### config.mk
export PLATFORM = sky130hd
export DESIGN_NAME = taylor_top
export DESIGN_NICKNAME = d
export VERILOG_FILES = /design/src/source/taylor_pkg.sv /design/src/source/dsp_pair_if.sv /design/src/source/taylor_top.sv /design/src/source/request_queue.sv /design/src/source/taylor_engine.sv /design/src/source/taylor_coefs.sv /design/src/source/dsp_pair.sv
export SDC_FILE = /design/constraint.sdc
export NUM_CORES = 2
export LEC_CHECK = 0
export BUFFER_PORTS_ARGS = -buffer_cell sky130_fd_sc_hd__buf_2
export CORE_UTILIZATION = 59
export CTS_CLUSTER_DIAMETER = 50
export CTS_CLUSTER_SIZE = 10
export DETAILED_ROUTE_END_ITERATION = 8
export PLACE_DENSITY = 0.87
export SLEW_MARGIN = 20
export SYNTH_ARGS = -nofsm -noshare
export SYNTH_HDL_FRONTEND = slang
export SYNTH_SLANG_ARGS = --single-unit
export TNS_END_PERCENT = 30
### constraint.sdc
create_clock -name reset -period 8.5 [get_ports reset]
set_input_delay 1.7 -clock reset [delete_from_list [all_inputs] [get_ports reset]]
set_output_delay 1.7 -clock reset [all_outputs]
set_load 0.03 [all_outputs]
### src/source/taylor_pkg.sv
// shared widths, selector and slice opcode types for the stereo taylor series datapath
package taylor_pkg;

    // sample format: signed, 16 fraction bits
    localparam int DATA_W = 18;
    localparam int FRAC_W = 16;
    localparam int ACC_W  = 48;

    localparam logic signed [DATA_W-1:0] ONE_Q = 18'sh10000;

    // rom depth, also the upper bound for the series length
    localparam int MAX_TERMS = 12;

    // index runs one past the last term when the engine prefetches
    localparam int IDX_W = $clog2(MAX_TERMS + 2);

    typedef enum logic {
        FUNC_SIN = 1'b0,
        FUNC_COS = 1'b1
    } func_t;

    // slice opcode
    typedef struct packed {
        logic mult_en;
        logic add_c;
        logic sub;
    } dsp_op_t;

endpackage
### src/source/dsp_pair_if.sv
// operand and product bus between the series engine and the dual multiply-add slice
`timescale 1ns/1ps

interface dsp_pair_if;

    taylor_pkg::dsp_op_t op;

    // left lane
    logic signed [taylor_pkg::DATA_W-1:0] a_l;
    logic signed [taylor_pkg::DATA_W-1:0] b_l;
    logic signed [taylor_pkg::ACC_W-1:0]  c_l;
    logic signed [taylor_pkg::ACC_W-1:0]  p_l;

    // right lane
    logic signed [taylor_pkg::DATA_W-1:0] a_r;
    logic signed [taylor_pkg::DATA_W-1:0] b_r;
    logic signed [taylor_pkg::ACC_W-1:0]  c_r;
    logic signed [taylor_pkg::ACC_W-1:0]  p_r;

    modport engine (output op, a_l, b_l, c_l, a_r, b_r, c_r, input p_l, p_r);
    modport slice  (input op, a_l, b_l, c_l, a_r, b_r, c_r, output p_l, p_r);

endinterface

### src/source/taylor_top.sv
// top level of the stereo sine/cosine unit, credit-flow requests in, one-cycle results out
`timescale 1ns/1ps

module taylor_top (
    input  logic                                 reset,
    input  logic                                 clk,
    input  logic                                 i_req_valid,
    input  taylor_pkg::func_t                    i_func,
    input  logic signed [taylor_pkg::DATA_W-1:0] i_x_l,
    input  logic signed [taylor_pkg::DATA_W-1:0] i_x_r,
    output logic                                 o_credit,
    output logic                                 o_res_valid,
    output logic signed [taylor_pkg::DATA_W-1:0] o_res_l,
    output logic signed [taylor_pkg::DATA_W-1:0] o_res_r
);
    import taylor_pkg::*;

    localparam int N_TERMS     = 10;
    localparam int QUEUE_DEPTH = 4;

    logic                     q_valid;
    logic                     q_take;
    func_t                    q_func;
    logic signed [DATA_W-1:0] q_x_l, q_x_r;
    logic [IDX_W-1:0]         coef_idx;
    func_t                    coef_func;
    logic signed [DATA_W-1:0] coef, a0;
    logic signed [1:0]        sign;

    dsp_pair_if dsp_bus ();

    request_queue #(.QUEUE_DEPTH(QUEUE_DEPTH)) queue_i (
        .reset(reset), .clk(clk),
        .i_push(i_req_valid), .i_func(i_func), .i_x_l(i_x_l), .i_x_r(i_x_r),
        .i_take(q_take), .o_valid(q_valid), .o_func(q_func),
        .o_x_l(q_x_l), .o_x_r(q_x_r), .o_credit(o_credit)
    );

    taylor_engine #(.N_TERMS(N_TERMS)) engine_i (
        .reset(reset), .clk(clk),
        .i_valid(q_valid), .i_func(q_func), .i_x_l(q_x_l), .i_x_r(q_x_r),
        .o_take(q_take), .o_idx(coef_idx), .o_func(coef_func),
        .i_coef(coef), .i_sign(sign), .i_a0(a0), .dsp(dsp_bus.engine),
        .o_res_valid(o_res_valid), .o_res_l(o_res_l), .o_res_r(o_res_r)
    );

    taylor_coefs #(.N_TERMS(N_TERMS)) coefs_i (
        .i_func(coef_func), .i_idx(coef_idx),
        .o_coef(coef), .o_sign(sign), .o_a0(a0)
    );

    dsp_pair slice_i (
        .reset(reset), .clk(clk), .dsp(dsp_bus.slice)
    );

endmodule

### src/source/request_queue.sv
// circular request buffer in front of the engine, returns one credit per entry taken
`timescale 1ns/1ps

module request_queue #(
    parameter int QUEUE_DEPTH = 4
) (
    input  logic                                 reset,
    input  logic                                 clk,
    input  logic                                 i_push,
    input  taylor_pkg::func_t                    i_func,
    input  logic signed [taylor_pkg::DATA_W-1:0] i_x_l,
    input  logic signed [taylor_pkg::DATA_W-1:0] i_x_r,
    input  logic                                 i_take,
    output logic                                 o_valid,
    output taylor_pkg::func_t                    o_func,
    output logic signed [taylor_pkg::DATA_W-1:0] o_x_l,
    output logic signed [taylor_pkg::DATA_W-1:0] o_x_r,
    output logic                                 o_credit
);
    import taylor_pkg::*;

    localparam int PTR_W = (QUEUE_DEPTH > 1) ? $clog2(QUEUE_DEPTH) : 1;
    localparam int CNT_W = $clog2(QUEUE_DEPTH + 1);

    func_t                    func_mem [QUEUE_DEPTH];
    logic signed [DATA_W-1:0] xl_mem   [QUEUE_DEPTH];
    logic signed [DATA_W-1:0] xr_mem   [QUEUE_DEPTH];
    logic [PTR_W-1:0]         wr_ptr;
    logic [PTR_W-1:0]         rd_ptr;
    logic [CNT_W-1:0]         count;

    function automatic logic [PTR_W-1:0] next_ptr(input logic [PTR_W-1:0] ptr);
        return (ptr == PTR_W'(QUEUE_DEPTH - 1)) ? '0 : ptr + 1'b1;
    endfunction

    always_ff @(posedge reset) begin
        if (i_push) begin
            func_mem[wr_ptr] <= i_func;
            xl_mem[wr_ptr]   <= i_x_l;
            xr_mem[wr_ptr]   <= i_x_r;
        end
    end

    always_ff @(posedge reset or posedge clk) begin
        if (clk) begin
            wr_ptr   <= '0;
            rd_ptr   <= '0;
            count    <= '0;
            o_credit <= 1'b0;
        end else begin
            if (i_push) begin
                wr_ptr <= next_ptr(wr_ptr);
            end
            if (i_take) begin
                rd_ptr <= next_ptr(rd_ptr);
            end
            count    <= count + CNT_W'(i_push) - CNT_W'(i_take);
            o_credit <= i_take;
        end
    end

    assign o_valid = (count != '0);
    assign o_func  = func_mem[rd_ptr];
    assign o_x_l   = xl_mem[rd_ptr];
    assign o_x_r   = xr_mem[rd_ptr];

endmodule

### src/source/taylor_engine.sv
// microcoded sequencer running the taylor series on both channels through the shared slice
`timescale 1ns/1ps

module taylor_engine #(
    parameter int N_TERMS = 10
) (
    input  logic                                 reset,
    input  logic                                 clk,
    input  logic                                 i_valid,
    input  taylor_pkg::func_t                    i_func,
    input  logic signed [taylor_pkg::DATA_W-1:0] i_x_l,
    input  logic signed [taylor_pkg::DATA_W-1:0] i_x_r,
    output logic                                 o_take,
    output logic [taylor_pkg::IDX_W-1:0]         o_idx,
    output taylor_pkg::func_t                    o_func,
    input  logic signed [taylor_pkg::DATA_W-1:0] i_coef,
    input  logic signed [1:0]                    i_sign,
    input  logic signed [taylor_pkg::DATA_W-1:0] i_a0,
    dsp_pair_if.engine                           dsp,
    output logic                                 o_res_valid,
    output logic signed [taylor_pkg::DATA_W-1:0] o_res_l,
    output logic signed [taylor_pkg::DATA_W-1:0] o_res_r
);
    import taylor_pkg::*;

    // ------------------------------------------------------------
    // microcode
    // ------------------------------------------------------------
    localparam logic [2:0] PC_WAIT   = 3'd0;
    localparam logic [2:0] PC_SUB    = 3'd1;
    localparam logic [2:0] PC_MUL_R  = 3'd2;
    localparam logic [2:0] PC_MAC    = 3'd3;
    localparam logic [2:0] PC_MUL_XA = 3'd4;
    localparam logic [2:0] PC_LOOP   = 3'd5;

    typedef enum logic [1:0] {
        TAG_NONE,
        TAG_XA,
        TAG_VAL,
        TAG_ACC
    } tag_t;

    typedef struct packed {
        logic sub_xa;
        logic mul_r;
        logic mac;
        logic mul_xa;
        logic inc_i;
        logic post;
    } uop_t;

    logic [2:0]         pc;
    uop_t               uop;
    logic [IDX_W-1:0]   idx;
    logic [IDX_W-1:0]   rep_cnt;
    logic               last;
    tag_t               tag_in;
    tag_t               tag_q [2];
    func_t              func_q;

    logic signed [DATA_W-1:0] x_l, x_r;
    logic signed [DATA_W-1:0] xa_l, xa_r;
    logic signed [DATA_W-1:0] val_l, val_r;
    logic signed [ACC_W-1:0]  acc_l, acc_r;
    logic signed [DATA_W-1:0] pk_l, pk_r;
    logic signed [DATA_W-1:0] sign_q;

    // last pass only folds the final term into the sum
    assign last   = (rep_cnt == '0);
    assign o_take = (pc == PC_WAIT) && i_valid;

    always_comb begin
        uop = '0;
        case (pc)
            PC_SUB:    uop.sub_xa = 1'b1;
            PC_MUL_R:  uop.mul_r  = !last;
            PC_MAC:    uop.mac    = 1'b1;
            PC_MUL_XA: begin
                uop.mul_xa = !last;
                uop.inc_i  = !last;
            end
            PC_LOOP:   uop.post   = last;
            default:   uop = '0;
        endcase
    end

    always_ff @(posedge reset or posedge clk) begin
        if (clk) begin
            pc      <= PC_WAIT;
            idx     <= '0;
            rep_cnt <= '0;
            func_q  <= FUNC_SIN;
        end else begin
            case (pc)
                PC_WAIT: begin
                    if (i_valid) begin
                        pc     <= PC_SUB;
                        func_q <= i_func;
                    end
                end
                PC_SUB: begin
                    pc      <= PC_MUL_R;
                    idx     <= '0;
                    rep_cnt <= IDX_W'(N_TERMS);
                end
                PC_LOOP: begin
                    pc <= last ? PC_WAIT : PC_MUL_R;
                    if (!last) begin
                        rep_cnt <= rep_cnt - 1'b1;
                    end
                end
                default: pc <= pc + 3'd1;
            endcase
            if (uop.inc_i) begin
                idx <= idx + 1'b1;
            end
        end
    end

    // rom lookup, the multiply step prefetches the next reciprocal
    assign o_idx  = uop.mul_r ? idx + 1'b1 : idx;
    assign o_func = func_q;

    // ------------------------------------------------------------
    // slice operands
    // ------------------------------------------------------------
    assign pk_l = dsp.p_l[FRAC_W+DATA_W-1:FRAC_W];
    assign pk_r = dsp.p_r[FRAC_W+DATA_W-1:FRAC_W];

    always_comb begin
        case (i_sign)
            2'sb01:  sign_q = ONE_Q;
            2'sb11:  sign_q = -ONE_Q;
            default: sign_q = '0;
        endcase
    end

    always_comb begin
        dsp.op = '0;
        dsp.a_l = '0;
        dsp.b_l = '0;
        dsp.c_l = '0;
        dsp.a_r = '0;
        dsp.b_r = '0;
        dsp.c_r = '0;
        tag_in = TAG_NONE;
        if (uop.sub_xa) begin
            // xa = x - a0*1
            dsp.op  = '{mult_en: 1'b1, add_c: 1'b1, sub: 1'b1};
            dsp.a_l = i_a0;
            dsp.a_r = i_a0;
            dsp.b_l = ONE_Q;
            dsp.b_r = ONE_Q;
            dsp.c_l = {{(ACC_W-DATA_W-FRAC_W){x_l[DATA_W-1]}}, x_l, {FRAC_W{1'b0}}};
            dsp.c_r = {{(ACC_W-DATA_W-FRAC_W){x_r[DATA_W-1]}}, x_r, {FRAC_W{1'b0}}};
            tag_in  = TAG_XA;
        end else if (uop.mul_r) begin
            dsp.op  = '{mult_en: 1'b1, add_c: 1'b0, sub: 1'b0};
            dsp.a_l = (idx == '0) ? ONE_Q : pk_l;
            dsp.a_r = (idx == '0) ? ONE_Q : pk_r;
            dsp.b_l = i_coef;
            dsp.b_r = i_coef;
        end else if (uop.mac) begin
            dsp.op  = '{mult_en: 1'b1, add_c: 1'b1, sub: 1'b0};
            dsp.a_l = sign_q;
            dsp.a_r = sign_q;
            dsp.b_l = val_l;
            dsp.b_r = val_r;
            dsp.c_l = acc_l;
            dsp.c_r = acc_r;
            tag_in  = TAG_ACC;
        end else if (uop.mul_xa) begin
            // product of the previous step feeds straight back
            dsp.op  = '{mult_en: 1'b1, add_c: 1'b0, sub: 1'b0};
            dsp.a_l = pk_l;
            dsp.a_r = pk_r;
            dsp.b_l = xa_l;
            dsp.b_r = xa_r;
            tag_in  = TAG_VAL;
        end
    end

    // ------------------------------------------------------------
    // write-back, tags follow the two slice stages
    // ------------------------------------------------------------
    always_ff @(posedge reset or posedge clk) begin
        if (clk) begin
            tag_q[0] <= TAG_NONE;
            tag_q[1] <= TAG_NONE;
        end else begin
            tag_q[0] <= tag_in;
            tag_q[1] <= tag_q[0];
        end
    end

    always_ff @(posedge reset) begin
        if (o_take) begin
            x_l <= i_x_l;
            x_r <= i_x_r;
        end
        if (uop.sub_xa) begin
            val_l <= ONE_Q;
            val_r <= ONE_Q;
            acc_l <= '0;
            acc_r <= '0;
        end
        case (tag_q[1])
            TAG_XA: begin
                xa_l <= pk_l;
                xa_r <= pk_r;
            end
            TAG_VAL: begin
                val_l <= pk_l;
                val_r <= pk_r;
            end
            TAG_ACC: begin
                acc_l <= dsp.p_l;
                acc_r <= dsp.p_r;
            end
            default: ;
        endcase
    end

    // one-cycle result pulse, zero otherwise
    always_ff @(posedge reset or posedge clk) begin
        if (clk) begin
            o_res_valid <= 1'b0;
            o_res_l     <= '0;
            o_res_r     <= '0;
        end else if (uop.post) begin
            o_res_valid <= 1'b1;
            o_res_l     <= pk_l;
            o_res_r     <= pk_r;
        end else begin
            o_res_valid <= 1'b0;
            o_res_l     <= '0;
            o_res_r     <= '0;
        end
    end

endmodule

### src/source/taylor_coefs.sv
// coefficient rom: reciprocal factor, derivative sign at a0, and a0 per function and index
`timescale 1ns/1ps

module taylor_coefs #(
    parameter int N_TERMS = 10
) (
    input  taylor_pkg::func_t                   i_func,
    input  logic [taylor_pkg::IDX_W-1:0]        i_idx,
    output logic signed [taylor_pkg::DATA_W-1:0] o_coef,
    output logic signed [1:0]                   o_sign,
    output logic signed [taylor_pkg::DATA_W-1:0] o_a0
);
    import taylor_pkg::*;

    logic [1:0] phase;

    // 1/idx truncated, zero outside the series
    always_comb begin
        case (i_idx)
            4'd1:    o_coef = 18'sh10000;
            4'd2:    o_coef = 18'sh08000;
            4'd3:    o_coef = 18'sh05555;
            4'd4:    o_coef = 18'sh04000;
            4'd5:    o_coef = 18'sh03333;
            4'd6:    o_coef = 18'sh02aaa;
            4'd7:    o_coef = 18'sh02492;
            4'd8:    o_coef = 18'sh02000;
            4'd9:    o_coef = 18'sh01c71;
            4'd10:   o_coef = 18'sh01999;
            4'd11:   o_coef = 18'sh01745;
            4'd12:   o_coef = 18'sh01555;
            default: o_coef = '0;
        endcase
        if (i_idx > IDX_W'(N_TERMS)) begin
            o_coef = '0;
        end
    end

    // derivatives of sin at zero repeat 0, +1, 0, -1; cos is one step ahead
    assign phase = i_idx[1:0] + ((i_func == FUNC_COS) ? 2'd1 : 2'd0);

    always_comb begin
        case (phase)
            2'd1:    o_sign = 2'sb01;
            2'd3:    o_sign = 2'sb11;
            default: o_sign = 2'sb00;
        endcase
    end

    // both series centred on zero
    assign o_a0 = '0;

endmodule

### src/source/dsp_pair.sv
// two-lane multiply-add slice, p = c +/- a*b with two cycles of latency, shared opcode
`timescale 1ns/1ps

module dsp_pair (
    input  logic       reset,
    input  logic       clk,
    dsp_pair_if.slice  dsp
);
    import taylor_pkg::*;

    localparam int LANES = 2;

    logic signed [DATA_W-1:0] a_in [LANES];
    logic signed [DATA_W-1:0] b_in [LANES];
    logic signed [ACC_W-1:0]  c_in [LANES];
    logic signed [ACC_W-1:0]  p_q  [LANES];
    dsp_op_t                  op_q;

    // lane 0 is left, lane 1 is right
    assign a_in[0] = dsp.a_l;
    assign b_in[0] = dsp.b_l;
    assign c_in[0] = dsp.c_l;
    assign a_in[1] = dsp.a_r;
    assign b_in[1] = dsp.b_r;
    assign c_in[1] = dsp.c_r;
    assign dsp.p_l = p_q[0];
    assign dsp.p_r = p_q[1];

    always_ff @(posedge reset or posedge clk) begin
        if (clk) begin
            op_q <= '0;
        end else begin
            op_q <= dsp.op;
        end
    end

    for (genvar g = 0; g < LANES; g++) begin : g_lane
        logic signed [DATA_W-1:0]   a_q;
        logic signed [DATA_W-1:0]   b_q;
        logic signed [ACC_W-1:0]    c_q;
        logic signed [2*DATA_W-1:0] prod;
        logic signed [ACC_W-1:0]    x_w;
        logic signed [ACC_W-1:0]    z_w;

        // stage one, operand registers
        always_ff @(posedge reset) begin
            a_q <= a_in[g];
            b_q <= b_in[g];
            c_q <= c_in[g];
        end

        assign prod = a_q * b_q;
        assign x_w  = op_q.mult_en ? ACC_W'(prod) : '0;
        assign z_w  = op_q.add_c ? c_q : '0;

        // stage two, post-adder output
        always_ff @(posedge reset) begin
            p_q[g] <= op_q.sub ? (z_w - x_w) : (z_w + x_w);
        end
    end

endmodule

**After elaboration in Yosys (flattened, before gate mapping)**

Memory sizes are Yosys's and may differ from the RTL's. A register that Yosys moved wholly into a read port is not among the register bits.
Index checks and enable logic that the tools add are counted.
Widths: inputs -> output; s select.

- $add $sub $neg: 12
- Multiply operators: 2
- Magnitude comparators: 1
- Eq/ne operators: 16
- Multiplexer cells: 64
- Bitwise logic cells: 1
- Reductions and logical operators: 13

Operator list:

| cell | count |
|---|---|
| $mux 48 | 15 |
| $mux 18 | 20 |
| $add 48x48->48 | 2 |
| $sub 48x48->48 | 2 |
| $mul 18x18->36 | 2 |
| $pmux 18 s2 | 1 |
| $mux 2 | 8 |
| $mux 4 | 4 |
| $mux 3 | 5 |
| $eq 2x2->1 const B | 6 |
| $pmux 3 s3 | 1 |
| $logic_not 4->1 | 2 |
| $mux 1 | 8 |
| $pmux 4 s2 | 1 |
| $reduce_bool 2->1 | 4 |
| $eq 2x1->1 const B | 3 |
| $eq 3x2->1 const B | 2 |
| $eq 3x3->1 const B | 2 |
| $add 2x1->2 const B | 2 |
| $add 4x1->4 const B | 1 |
| $gt 4x4->1 const B | 1 |
| $pmux 2 s2 | 1 |
| $reduce_and 2->1 | 2 |
| $sub 4x1->4 const B | 1 |
| other kinds (13) | 13 |

- Register bits after elaboration: 399
- RAM bits: 244
- Memory bits (read-only): 272
- Bits of input ports: 40
- Output and inout port bits: 38
- Word-level logic and storage cells: 143
- Memories: 5

Memory list:

| name | words | width | rd ports | clocked after memory_dff | wr ports | RTL line | text |
|---|---|---|---|---|---|---|---|
| (no name shown) | 16 | 17 | 1 | 0 | 0 | taylor_coefs.sv:19 | `case (i_idx)` |
| slice_i.p_q | 2 | 48 | 2 | 0 | 2 | dsp_pair.sv:16 | `logic signed [ACC_W-1:0] p_q [LANES];` |
| queue_i.xl_mem | 4 | 18 | 1 | 1 | 1 | request_queue.sv:26 | `logic signed [DATA_W-1:0] xl_mem [QUEUE_DEPTH];` |
| queue_i.xr_mem | 4 | 18 | 1 | 1 | 1 | request_queue.sv:27 | `logic signed [DATA_W-1:0] xr_mem [QUEUE_DEPTH];` |
| queue_i.func_mem | 4 | 1 | 1 | 1 | 1 | request_queue.sv:25 | `func_t func_mem [QUEUE_DEPTH];` |

**Logic depth before layout (Yosys ltp)**

- Depth after elaboration: 11
- Gate-level depth with buffers: 37

**Cells and area by module**

Synthesis repeated with hierarchy kept, for this count alone.

- Cell total of the unflattened synthesis: 5420
- Area total of the unflattened synthesis: 55752.2 um2

Modules (own cells, without submodules):

| module | instances | cells an instance | area an instance (um2) |
|---|---|---|---|
| dsp_pair | 1 | 4191 | 38091.5 |
| taylor_engine | 1 | 930 | 11362.1 |
| request_queue | 1 | 230 | 5788.1 |
| taylor_coefs | 1 | 69 | 510.5 |

**Worst setup path after synthesis**

Ideal clock, no wire load.

- Path kind: reg2reg
- Start: reg slice_i.g_lane[1].b_q[3]
- End: mem slice_i.p_q[1][33] (netlist: slice_i.p_q[0][81])
- Setup time: 0.130 ns
- Arrival: 8.204 ns
- Required time: 8.370 ns
- Slack: 0.166 ns
- Stages on the path, launching flop included: 33
- Buffers on the path: 2
- Clock period less this slack: 8.334 ns
- Path through: dfxtp_1 > clkbuf_1 > nand2_1 > fa_1 > inv_1 > fa_1 > inv_1 > fa_1 > inv_1 > fa_1 > fa_1 > inv_1 > fa_1 > inv_1 > ha_1 > and4_1 > buf_2 > a221oi_1 > o21ai_1 > a21oi_2 > nand2_1 > a21o_1 > mux2i_1 > a2111oi_2 > nor2b_1 > a31oi_1 > xor2_1 > ha_1 > nand2_1 > or4_1 > o221ai_1 > o41ai_1 > xnor3_1

RTL lines:

| what | RTL line | text |
|---|---|---|
| start: declaration | dsp_pair.sv:39 | `logic signed [DATA_W-1:0] b_q;` |
| start signal: assignment | dsp_pair.sv:48 | `b_q <= b_in[g];` |
| end: declaration | dsp_pair.sv:16 |  |

==> run_results.csv <==
group,metric,value,unit
yosys,syn-cell-area,0.0486,sq mm
pwr,p_seq_share,24.4,%
yosys,synth.avg_cell_area,10.6,sq um
timing,fin_skew,0.0220,ns
critical_path,reg2reg_from,"slice_i.g_lane[1].a_q[11]",
layout,fin_nets,5677,
placed_design,dp_cells,5702,
timing,fin_crit_sh,97.7,%
global_routing,grt_max_degree,73,
placed_design,port-buffer-count,77,
routing,drt_pass1_iterations,8,
yosys,ys_ff_latch,595,
layout,fill_cells,5443,
clock_tree,cts.sinks,595,
global_routing,grtUsageTotal,31.2,%
clock_tree,clk_latency,0.63,ns
routing,ant_nets,0,
floorplanning,core,0.0811,sq mm
placed_design,pre_cts_ws,-0.0380,ns
timing,slew_violations,0,
clock_tree,clockBufferDepth,3,
clock_tree,htree_levels,3,
min_path,hold_path.startpoint,"engine_i.tag_q[3]",
global_routing,antenna_found_initial,10,
outcome,status,"finished clean",
critical_path,r2r_slack,0.19,ns
min_path,hold_depth,0,
yosys,synth_cell_type_count,94,
critical_path,start_kind,"flop",
timing,fin_crit,8.31,ns
job,drv_cap,0,
pwr,irDropWorstVdd,0.407,mV
timing,setup_viol,0,
pwr,p_total,0.0217,W
timing,hold_viol,0,
placed_design,gp_congestion,0.973,
critical_path,path_class,"flop to flop",
placed_design,hpwl,91700,um
global_routing,grt_pass1_wl,201000,um
yosys,syn-instance-count,4576,
routing,drc,0,
layout,fin_area,0.0539,sq mm
clock_tree,post_cts_hold_buffer_count,0,
yosys,synth-edff-count,324,
global_routing,grt_pass1_vias,37200,
critical_path,critPathSlowestCell,"fa_1",
clock_tree,root_buffer,"clkbuf_16",
clock_tree,path_clk_slew,0.06,ns
layout,final_layout_size_suffix_gt1_share,11.6,%
pwr,swShare,45.8,%
yosys,synth-async-reset-ratio,10.6,%
routing,drt_iter0_markers,3384,
floorplanning,initial_core_util,59.9,%
floorplanning,rows,104,
pwr,p_comb_share,61.0,%
critical_path,cp.arrival,8.80,ns
timing,max_freq,120,MHz
routing,wl_per_cell,21.7,um
layout,final_cells,5862,
routing,met1Wirelength,47800,um
placed_design,placed_cell_area,0.0509,sq mm
clock_tree,cts_tree,"built",
critical_path,worst_setup_path_end_kind,"flop",
timing,fin_hold_ws,0.355,ns
floorplanning,fp.dieArea,0.0835,sq mm
routing,dr_total_vias,35100,
pwr,p_per_area,402,mW/mm^2
yosys,ys_seq_area_share,31.8,%
critical_path,slowest_delay,0.54,ns
min_path,hold_class,"flop to flop",
timing,max_slew_margin,30.9,%
yosys,ys_warn_count,0,
timing,layout_setup_ws,0.194,ns
min_path,min_to,"engine_i.tag_q[1]",
pwr,netSwitchingPower,0.00994,W
routing,top_layer_used,"met5",
floorplanning,io_pins,78,
layout,area_growth,11.0,%
yosys,ys.flop_type,"edfxtp_1",
timing,worst_slew_pin_slew,1.03,ns
pwr,p_leak,24.9,nW
yosys,synthesis.nets,5519,
critical_path,rr_worst_depth,32,
critical_path,crit_path_max_fanout,12,
routing,dr_wl_met3,12400,um
routing,viasPerCell,5.99,
floorplanning,die_y,289,um
global_routing,grt_overflow,0,
routing,wl_met2,60600,um
clock_tree,cts_made_buffers,78,
critical_path,r2r-end,"slice_i.p_q[0][81]",
pwr,power.internal,0.0117,W
routing,route.final.wire_length,127000,um
critical_path,worstPathRequired,9.00,ns
floorplanning,die_x,289,um
pwr,p_clk_share,14.5,%
==> layer usage <==
| layer | GRT usage (%) | vias up |
|---|---|---|
| li1 | - | 15100 |
| met1 | 40.6 | 17600 |
| met2 | 50.7 | 2045 |
| met5 | 0 | - |
| met3 | 6.01 | 433 |
| met4 | 14.7 | 4 |
==> cells in the final DEF (no fill, tap or decap), types with 18 or more instances in the layout <==
master and n:
xnor2_1 108, inv_1 744, a21oi_1 120, buf_4 174
o21ai_1 18, nand2b_1 30, clkbuf_1 41, a22o_1 37
o21a_1 20, and3_1 112, edfxtp_1 324, a31oi_1 28
a21o_1 50, nand2_1 412, a221o_1 27, mux4_2 38
fa_1 632, nor3_1 35, nor2_1 147, clkbuf_16 78
nand3_1 35, dfxtp_1 156, buf_2 78, xor2_1 79
dfxtp_2 36, dfrtp_1 58, and2_1 540, ha_1 265
o21ai_0 60
==> what timing repair did <==
item,4_1_cts,5_1_grt
endpoints found under the hold margin,0,0
setup buffers,0,11
setup endpoints to repair,2,17
gates resized for setup,16,132
pin swaps,0,22
==> worst max-delay path: cells and delay by family (launching register included) <==
kind / cells / cell delay [ns]
flops: 1 / 0.41
buf+inv: 6 / 0.34
simple gates: 5 / 1.01
compound gates: 10 / 1.97
fa+ha+maj: 8 / 3.65
xor+xnor: 3 / 0.79
==> stage by stage <==
step | TNS, ns | util (%)
after global placement | 0 | 62.8
final | 0 | 66.5
after global routing | -0.264 | 66.5
after floorplan | 0 | -
after CTS | 0 | 65.9
after detailed placement | -0.0474 | 62.8
==> logic make-up (layout without fill, tap and decap cells) <==
family / Yosys count / in the layout / synth area share (%)
simple gates: 1390 / 1390 / 14.9
buf+inv: 927 / 1151 / 7.17
xor+xnor: 190 / 190 / 3.45
compound gates: 524 / 524 / 7.63
flops: 595 / 595 / 31.8
fa+ha+maj: 903 / 903 / 33.0
other cells: 0 / 2 / 0
mux: 47 / 47 / 1.96
==> synth_stat cells, types with 10 or more instances <==
cell type,n,area (sq um)
a211oi_1,18,135
a21o_1,51,383
a21oi_1,128,641
a221o_1,27,270
a22o_1,37,324
a22oi_1,10,75.1
a31oi_1,29,181
and2_1,541,3380
and3_1,116,726
buf_1,10,37.5
clkbuf_1,163,612
dfrtp_1,63,1580
dfxtp_1,208,4160
edfxtp_1,324,9730
fa_1,633,12700
ha_1,270,3380
inv_1,746,2800
mux4_2,38,856
nand2_1,415,1560
nand2b_1,31,194
nand3_1,36,180
nor2_1,150,563
nor2b_1,17,106
nor3_1,36,180
o211ai_1,10,75.1
o21a_1,20,150
o21ai_0,72,360
o21ai_1,10,50.1
o21bai_1,14,105
xnor2_1,108,946
xor2_1,81,709
==> how the worst max path moves through the flow <==
stage                         startpoint            endpoint  slack, ns
2_1_floorplan   slice_i.g_lane[1].b_q[3]  slice_i.p_q[0][81]       0.17
3_3_place_gp    slice_i.g_lane[1].a_q[6]  slice_i.p_q[0][81]       0.10
3_5_place_dp    slice_i.g_lane[0].b_q[3]  slice_i.p_q[0][33]      -0.04
4_1_cts        slice_i.g_lane[0].b_q[12]  slice_i.p_q[0][33]      0.009
5_1_grt         slice_i.g_lane[1].a_q[9]  slice_i.p_q[0][80]      -0.09
6_report       slice_i.g_lane[1].a_q[11]  slice_i.p_q[0][81]       0.19
==> registers in the layout (all words and copies together), names as in the netlist, 34 cells and up <==
| register | cells |
|---|---|
| slice_i.g_lane.c_q | 68 |
| queue_i.xr_mem | 72 |
| engine_i.acc_r | 34 |
| slice_i.g_lane.b_q | 36 |
| slice_i.g_lane.a_q | 36 |
| engine_i.acc_l | 34 |
| queue_i.xl_mem | 72 |
| slice_i.p_q | 68 |
==> power groups by stage <==
stage | clock, W | sequential [W] | combinational, W
floorplan | 0 | 0.00461 | 0.00909
global placement | 0 | 0.00516 | 0.0119
detailed placement | 0 | 0.00522 | 0.0122
CTS | 0.00317 | 0.00521 | 0.0125
global route | 0.00328 | 0.00533 | 0.0143
finish | 0.00315 | 0.00530 | 0.0132
==> layout make-up <==
class	instances	area [sq um]	share of cell area [%]
tap	1060	1330	2.46
clock inverter	24	307	0.568
timing repair buffer	256	1760	3.26
sequential	595	15600	28.9
antenna	2	5.00	0.00928
multi-input combinational	3054	30000	55.6
inverter	749	2810	5.21
clock buffer	122	2150	3.98
No activity file was read; power rests on OpenSTA's default activity.
